### src/rtl/cpu_types_pkg.sv
package cpu_types_pkg;

    localparam int xlen = 32;      // data and pc width.
    localparam int reg_addr_w = 5;

    // major opcodes seen at retire.
    typedef enum logic [6:0] {
        op_load   = 7'b0000011,
        op_store  = 7'b0100011,
        op_alu    = 7'b0110011,
        op_system = 7'b1110011
    } opcode_e;

    // funct3 for system ops, zero means no csr access.
    typedef enum logic [2:0] {
        f_none  = 3'd0,
        f_csrrw = 3'd1,
        f_csrrs = 3'd2
    } funct_e;

    typedef enum logic [11:0] {
        csr_mscratch = 12'h340,
        csr_minstret = 12'hB02
    } csr_addr_e;

    // one retiring instruction.
    typedef struct packed {
        opcode_e                 opcode;
        funct_e                  funct;
        csr_addr_e               csr;
        logic [xlen-1:0]         pc;
        logic [xlen-1:0]         rd_data;   // execute result.
        logic [xlen-1:0]         load_data;
        logic [xlen-1:0]         rs1_data;
        logic [reg_addr_w-1:0]   rd_addr;
        logic                    we_rd;
        logic                    we;        // memory access.
    } retire_t;

    // register file write.
    typedef struct packed {
        logic                    we;
        logic [reg_addr_w-1:0]   addr;
        logic [xlen-1:0]         data;
    } rd_write_t;

endpackage

### src/rtl/axi_lite_pkg.sv
package axi_lite_pkg;

    typedef enum logic [1:0] {
        resp_okay   = 2'b00,
        resp_slverr = 2'b10
    } resp_e;

    // master to slave.
    typedef struct packed {
        logic        arvalid;
        logic [31:0] araddr;
        logic        rready;
        logic        awvalid;
        logic [31:0] awaddr;
        logic        wvalid;
        logic [31:0] wdata;
        logic        bready;
    } axi_req_t;

    // slave to master.
    typedef struct packed {
        logic        arready;
        logic        rvalid;
        logic [31:0] rdata;
        resp_e       rresp;
        logic        awready;
        logic        wready;
        logic        bvalid;
        resp_e       bresp;
    } axi_rsp_t;

endpackage

### src/rtl/writeback.sv
`timescale 1ns/10ps

module writeback #(
    parameter logic [cpu_types_pkg::xlen-1:0] reset_pc = 32'h0
) (
    input  logic                              wb_clk,
    input  logic                              wb_rst,
    input  cpu_types_pkg::retire_t            retire_in,
    input  logic [cpu_types_pkg::xlen-1:0]    csr_rdata,
    input  logic                              ce,
    input  logic                              stall_in,
    input  logic                              flush_in,
    output cpu_types_pkg::rd_write_t          wb_out,
    output logic [cpu_types_pkg::xlen-1:0]    next_pc,
    output logic                              change_pc,
    output logic                              we_out,
    output logic                              ce_out,
    output logic                              stall_out,
    output logic                              flush_out
);

    logic is_load;
    logic is_csr;

    assign is_load = (retire_in.opcode == cpu_types_pkg::op_load) && retire_in.we;
    assign is_csr  = (retire_in.opcode == cpu_types_pkg::op_system) &&
                     (retire_in.funct != cpu_types_pkg::f_none);

    always_ff @(posedge wb_clk or negedge wb_rst) begin
        if (!wb_rst) begin
            wb_out    <= '0;
            next_pc   <= reset_pc;
            change_pc <= 1'b0;
            we_out    <= 1'b0;
            ce_out    <= 1'b0;
            stall_out <= 1'b0;
            flush_out <= 1'b0;
        end else if (!flush_in) begin
            // flush freezes the whole stage.
            ce_out <= ce;
            if (ce) begin
                stall_out   <= 1'b0;
                flush_out   <= 1'b0;
                change_pc   <= 1'b0;
                wb_out.we   <= retire_in.we_rd;
                wb_out.addr <= retire_in.rd_addr;
                we_out      <= retire_in.we;
                // load beats csr beats alu.
                if (is_load) begin
                    wb_out.data <= retire_in.load_data;
                end else if (is_csr) begin
                    wb_out.data <= csr_rdata;     // old csr value.
                end else if (retire_in.we_rd) begin
                    wb_out.data <= retire_in.rd_data;
                end
                next_pc <= retire_in.pc + 32'd4;
            end else begin
                wb_out    <= '0;
                stall_out <= stall_in;             // upstream holding.
            end
        end
    end

endmodule

### src/rtl/csr_file.sv
`timescale 1ns/10ps

module csr_file (
    input  logic                              wb_clk,
    input  logic                              wb_rst,
    input  cpu_types_pkg::retire_t            retire_in,
    input  logic                              accept,
    output logic [cpu_types_pkg::xlen-1:0]    csr_rdata
);

    logic [cpu_types_pkg::xlen-1:0] mscratch;
    logic [cpu_types_pkg::xlen-1:0] minstret;
    logic                           csr_write;

    // read side sees state before this instruction.
    always_comb begin
        case (retire_in.csr)
            cpu_types_pkg::csr_mscratch: csr_rdata = mscratch;
            cpu_types_pkg::csr_minstret: csr_rdata = minstret;
            default:                     csr_rdata = '0;
        endcase
    end

    assign csr_write = (retire_in.opcode == cpu_types_pkg::op_system) &&
                       (retire_in.funct == cpu_types_pkg::f_csrrw) &&
                       (retire_in.csr == cpu_types_pkg::csr_mscratch);

    always_ff @(posedge wb_clk or negedge wb_rst) begin
        if (!wb_rst) begin
            mscratch <= '0;
            minstret <= '0;
        end else if (accept) begin
            minstret <= minstret + 32'd1;  // counts every retire.
            if (csr_write) begin
                mscratch <= retire_in.rs1_data;
            end
        end
    end

endmodule

### src/rtl/reg_file.sv
`timescale 1ns/10ps

module reg_file (
    input  logic                                  wb_clk,
    input  logic                                  wb_rst,
    input  cpu_types_pkg::rd_write_t              wr,
    input  logic [cpu_types_pkg::reg_addr_w-1:0]  rd_idx,
    output logic [cpu_types_pkg::xlen-1:0]        rd_val
);

    logic [cpu_types_pkg::xlen-1:0] regs [32];

    always_ff @(posedge wb_clk or negedge wb_rst) begin
        if (!wb_rst) begin
            for (int i = 0; i < 32; i++) begin
                regs[i] <= '0;
            end
        end else if (wr.we && (wr.addr != '0)) begin
            regs[wr.addr] <= wr.data;   // x0 stays zero.
        end
    end

    // debug read.
    assign rd_val = regs[rd_idx];

endmodule

### src/rtl/axi_lite_debug_port.sv
`timescale 1ns/10ps

module axi_lite_debug_port (
    input  logic                                  wb_clk,
    input  logic                                  wb_rst,
    input  axi_lite_pkg::axi_req_t                axi_req,
    output axi_lite_pkg::axi_rsp_t                axi_rsp,
    output logic [cpu_types_pkg::reg_addr_w-1:0]  rd_idx,
    input  logic [cpu_types_pkg::xlen-1:0]        rd_val
);

    typedef enum logic {rd_idle, rd_resp} rd_state_e;
    typedef enum logic {wr_idle, wr_bresp} wr_state_e;

    rd_state_e                      rd_state;
    wr_state_e                      wr_state;
    logic [cpu_types_pkg::xlen-1:0] rdata;
    logic                           ar_hs;
    logic                           aw_hs;

    assign rd_idx = axi_req.araddr[6:2];   // word index.
    assign ar_hs  = axi_req.arvalid && (rd_state == rd_idle);
    assign aw_hs  = axi_req.awvalid && axi_req.wvalid && (wr_state == wr_idle);

    always_ff @(posedge wb_clk or negedge wb_rst) begin
        if (!wb_rst) begin
            rd_state <= rd_idle;
            wr_state <= wr_idle;
        end else begin
            if (ar_hs) begin
                rd_state <= rd_resp;
            end else if ((rd_state == rd_resp) && axi_req.rready) begin
                rd_state <= rd_idle;
            end
            if (aw_hs) begin
                wr_state <= wr_bresp;
            end else if ((wr_state == wr_bresp) && axi_req.bready) begin
                wr_state <= wr_idle;
            end
        end
    end

    always_ff @(posedge wb_clk) begin
        if (ar_hs) begin
            rdata <= rd_val;
        end
    end

    // writes are never taken, only answered.
    assign axi_rsp.arready = (rd_state == rd_idle);
    assign axi_rsp.rvalid  = (rd_state == rd_resp);
    assign axi_rsp.rdata   = rdata;
    assign axi_rsp.rresp   = axi_lite_pkg::resp_okay;
    assign axi_rsp.awready = aw_hs;
    assign axi_rsp.wready  = aw_hs;
    assign axi_rsp.bvalid  = (wr_state == wr_bresp);
    assign axi_rsp.bresp   = axi_lite_pkg::resp_slverr;

endmodule

### src/rtl/wb_backend.sv
`timescale 1ns/10ps

module wb_backend #(
    parameter logic [cpu_types_pkg::xlen-1:0] reset_pc = 32'h0
) (
    input  logic                              wb_clk,
    input  logic                              wb_rst,
    input  cpu_types_pkg::retire_t            retire_in,
    input  logic                              ce,
    input  logic                              stall_in,
    input  logic                              flush_in,
    output cpu_types_pkg::rd_write_t          wb_out,
    output logic [cpu_types_pkg::xlen-1:0]    next_pc,
    output logic                              change_pc,
    output logic                              we_out,
    output logic                              ce_out,
    output logic                              stall_out,
    output logic                              flush_out,
    input  axi_lite_pkg::axi_req_t            axi_req,
    output axi_lite_pkg::axi_rsp_t            axi_rsp
);

    logic [cpu_types_pkg::xlen-1:0]       csr_rdata;
    logic [cpu_types_pkg::reg_addr_w-1:0] dbg_idx;
    logic [cpu_types_pkg::xlen-1:0]       dbg_val;
    logic                                 accept;

    assign accept = ce && !flush_in;

    writeback #(
        .reset_pc(reset_pc)
    ) u_writeback (
        .wb_clk(wb_clk), .wb_rst(wb_rst), .retire_in(retire_in), .csr_rdata(csr_rdata),
        .ce(ce), .stall_in(stall_in), .flush_in(flush_in), .wb_out(wb_out),
        .next_pc(next_pc), .change_pc(change_pc), .we_out(we_out), .ce_out(ce_out),
        .stall_out(stall_out), .flush_out(flush_out)
    );

    csr_file u_csr_file (
        .wb_clk(wb_clk), .wb_rst(wb_rst), .retire_in(retire_in), .accept(accept),
        .csr_rdata(csr_rdata)
    );

    reg_file u_reg_file (
        .wb_clk(wb_clk), .wb_rst(wb_rst), .wr(wb_out), .rd_idx(dbg_idx), .rd_val(dbg_val)
    );

    axi_lite_debug_port u_axi_lite_debug_port (
        .wb_clk(wb_clk), .wb_rst(wb_rst), .axi_req(axi_req), .axi_rsp(axi_rsp),
        .rd_idx(dbg_idx), .rd_val(dbg_val)
    );

endmodule

### config.mk
export PLATFORM = sky130hd
export DESIGN_NAME = wb_backend
export DESIGN_NICKNAME = d
export VERILOG_FILES = /design/src/rtl/cpu_types_pkg.sv /design/src/rtl/axi_lite_pkg.sv /design/src/rtl/writeback.sv /design/src/rtl/csr_file.sv /design/src/rtl/reg_file.sv /design/src/rtl/axi_lite_debug_port.sv /design/src/rtl/wb_backend.sv
export SDC_FILE = /design/constraint.sdc
export NUM_CORES = 2
export LEC_CHECK = 0
export BUFFER_PORTS_ARGS = -buffer_cell sky130_fd_sc_hd__buf_4
export CAP_MARGIN = 15
export CORE_ASPECT_RATIO = 0.8
export CORE_MARGIN = 2
export CORE_UTILIZATION = 42
export CTS_CLUSTER_SIZE = 8
export DETAILED_ROUTE_END_ITERATION = 10
export SLEW_MARGIN = 20
export SYNTH_ARGS = -nofsm -noshare
export SYNTH_HDL_FRONTEND = slang
export SYNTH_SLANG_ARGS = --single-unit
### constraint.sdc
create_clock -name wb_clk -period 3.15 [get_ports wb_clk]
set_input_delay 0.315 -clock wb_clk [delete_from_list [all_inputs] [get_ports wb_clk]]
set_output_delay 0.315 -clock wb_clk [all_outputs]
set_load 0.02 [all_outputs]
==> reports/results.txt <==
crit-path max FO: 18
H-tree levels: 4
Detailed Place HPWL: 93600 microns
fraction of layout cells with a size suffix above 1: 48.4%
total number of vias: 33800
total grt overflow: 0
count of buffer and inverter cells on the critical path: 4
Iter 0 DRT Violations: 2292
post-synth cell types: 58
dpl cell area: 58500 sq um
core footprint: 127000 sq um
multi-input logic area: 22100 sq um
TritonRoute pass-1 iters: 5
Hold WC Path Type: primary input to flop
DRC: 0
post-route clock period utilization: 93.5%
status: finished clean
startpoint types: primary input
Slew Limit Fails: 0
Slew @ Worst Pin: 1.08 ns
Worst Setup Path Type: primary input to flop
commonest register cell after synthesis: dfrtp_1
Crit. End Element: flop
Crit path max-delay family: buffers and inverters
Starting Density: 42.3%
FF+latch area: 30100 sq um
GPL Wtd Cong: 0.799
Hold Fails Final Rpt: 0
RSZ-0062 raised after global routing: false
Critical Path Max Stage Delay: 0.61 ns
hold path depth: 4
Pleak: 0.0307 uW
post-route cell area: 64900 sq um
Final min period: 2.95 ns
Clock Skews: 0.0342 ns
max_slew headroom: 27.7%
sequential share of the synthesized area: 55.7%
initial antenna violation count: 5
CP Launch Point: retire_in[110]
max-cap viol count: 0
r2r startpoint: u_writeback.wb_out[34]
CP arrival: 3.66 ns
GRT Total Usage: 24.1%
Avg Cell Area, Syn: 14.7 sq um
Final Non-Filler Cells: 5808
Power Density: 594 nW/um^2
# fillers: 10700
hold path start: retire_in[88]
Vias per Instance: 5.83
EDFF count, synth: 32
Max VDD drop: 543 uV
fraction of registers with async set/reset: 97.3%
Layout area overhead: 20.3%
largest net degree at the start of global routing: 128
Slowest-stage cell, CP: dlygate4sd3_1
CTS tree: done
CTS Sinks: 1195
FMAX: 0.340 GHz
cells on worst reg2reg path: 4
#FFs+latches synth: 1195
Clock Latency Late Sink: 0.78 ns
Worst R2R Setup Slack: 0.75 ns
Overall Power: 38500 uW
critical path cell sequence: dlygate4sd3_1 > buf_4 > and3_1 > nand4_2 > or3_1 > dlygate4sd3_1 > a31oi_1 > dlygate4sd3_1
Final #Nets: 4357
setup_tns: 0 ns
post-synthesis cell count: 3657
Die X: 405 microns
Die Y: 325 microns
Hold Path End: u_writeback.wb_out[17]
final setup fails: 0
vias in the first global route: 35500
Clock transition at path regs: 0.05 ns
first-pass GRT wire length: 236000 microns
CTS Root Cell: clkbuf_16
DRT antenna net count: 0
io pins: 379
synth warn: 0
# port buffers: 281
Routed WL per cell: 27.0 microns
Num CTS Buffers: 167
die area: 131000 sq um
Post-Route WL: 157000 microns
dpl cells: 5409
most used cell, CP: dlygate4sd3_1
maximum buffer depth of the clock tree: 3
RR Endpoint: u_reg_file.regs[38]
worst path required time: 3.86 ns
row count: 117
post-synthesis cell area: 53900 sq um
cells by family (layout without fill, tap and decap cells):
logic type,Yosys count,in the layout,synth area share [%]
adder cells (fa/ha/maj),2,2,0.0464
multiplexers,1314,1314,32.1
buffers and inverters,411,887,3.64
AND/OR/NAND/NOR,318,318,3.00
XOR/XNOR,43,43,0.698
other,2,11,0.0139
AO/OA/AOI/OAI,372,372,4.75
flip-flops,1195,1195,55.7
sequential cells by signal (all words and copies together), names as in the netlist:
signal and flops:
u_reg_file.regs 1024, u_writeback.stall_out 1, u_writeback.next_pc 32, u_writeback.wb_out 38, u_writeback.ce_out 1, u_axi_lite_debug_port.rdata 32, u_csr_file.mscratch 32, u_writeback.we_out 1
u_csr_file.minstret 32, u_axi_lite_debug_port.rd_state 1, u_axi_lite_debug_port.wr_state 1
worst max-delay path by stage:
stage                                      end  slack (ns)  cells after the start
5_1_grt                u_writeback.next_pc[18]        0.11                      9
3_3_place_gp   u_axi_lite_debug_port.rdata[20]        0.80                      6
2_1_floorplan   u_axi_lite_debug_port.rdata[0]        0.87                      1
4_1_cts                u_writeback.next_pc[18]        0.35                      9
6_report               u_writeback.next_pc[24]        0.20                      8
3_5_place_dp               u_reg_file.regs[36]        0.78                      4
what timing repair did:
item | 4_1_cts | 5_1_grt
gates resized for setup | 0 | 0
hold buffers | 180 | 0
hold endpoints to repair | 264 | 0
buffers inserted | 0 | 0
Yosys cell counts, types with 8 or more instances:
| cell type | n | area [sq um] |
|---|---|---|
| a211oi_1 | 33 | 248 |
| a21oi_1 | 65 | 325 |
| a221o_1 | 63 | 631 |
| a22oi_1 | 63 | 473 |
| a31oi_1 | 14 | 87.6 |
| and3_1 | 15 | 93.8 |
| buf_2 | 122 | 611 |
| buf_4 | 33 | 248 |
| buf_6 | 19 | 214 |
| clkbuf_1 | 199 | 747 |
| dfrtp_1 | 1163 | 29100 |
| edfxtp_1 | 32 | 961 |
| inv_1 | 36 | 135 |
| mux2_1 | 8 | 90.1 |
| mux2_2 | 1081 | 12200 |
| mux4_2 | 224 | 5040 |
| nand2_1 | 116 | 435 |
| nand3_1 | 27 | 135 |
| nand4_1 | 19 | 119 |
| nor2_1 | 69 | 259 |
| o21ai_0 | 55 | 275 |
| o22ai_1 | 64 | 400 |
| o31ai_1 | 8 | 60.1 |
| or3_1 | 8 | 50.1 |
| or4_1 | 10 | 75.1 |
| xnor2_1 | 32 | 280 |
| xor2_1 | 11 | 96.3 |
routing by layer:
metal	global-route usage [%]	vias up	routed length (microns)
li1	-	14400	-
met1	36.2	18200	74300
met2	35.8	942	70600
met3	4.30	229	8690
met4	6.66	0	3320
met5	0	-	0
area by class of cell:
type                            instances  area share, %
Antenna cell                            5         0.0193
Sequential cell                      1195           46.4
Inverter                               36          0.208
Clock buffer                          206           6.91
Tap cell                             1666           3.21
Timing Repair Buffer                  637           9.08
Multi-Input combinational cell       2055           34.1
Clock inverter                          8          0.143
worst register-to-register path: cells and delay by family, from the launching register on:
kind,cells,cell delay (ns)
flip-flops,1,0.58
AND/OR/NAND/NOR,2,1.01
buffers and inverters,1,0.32
multiplexers,1,0.38
where the power goes:
part	total [uW]	internal [uW]	switching (uW)
logic	4490	2370	2130
clock network	16300	9800	6510
registers	17700	16800	949
stage by stage:
stage	utilization [%]	hold WS [ns]	setup slack (ns)
floorplan	-	0.0194	0.867
global placement	45.9	0.312	0.802
detailed placement	45.9	0.308	0.780
CTS	50.9	0.00635	0.347
global route	50.9	0.0551	0.106
finish	50.9	0.0552	0.205
layout by cell type (no fill, tap or decap), types with 10 or more instances in the layout:
cell / count
a21oi_1: 65
clkbuf_1: 31
a211oi_1: 33
nor2_4: 16
nand4_1: 19
dlygate4sd3_1: 180
inv_1: 36
nand3_1: 27
a31oi_1: 14
edfxtp_1: 32
clkbuf_16: 174
nor2_1: 57
a22oi_1: 63
buf_12: 51
o21ai_0: 55
xor2_1: 11
mux4_2: 224
buf_4: 403
nand2_2: 18
a221o_1: 63
and3_1: 15
mux2_2: 1081
o22ai_1: 64
xnor2_1: 32
nand2_1: 98
dfrtp_1: 1158
or4_1: 10
Note: power is estimated with default switching activity, not from simulation.
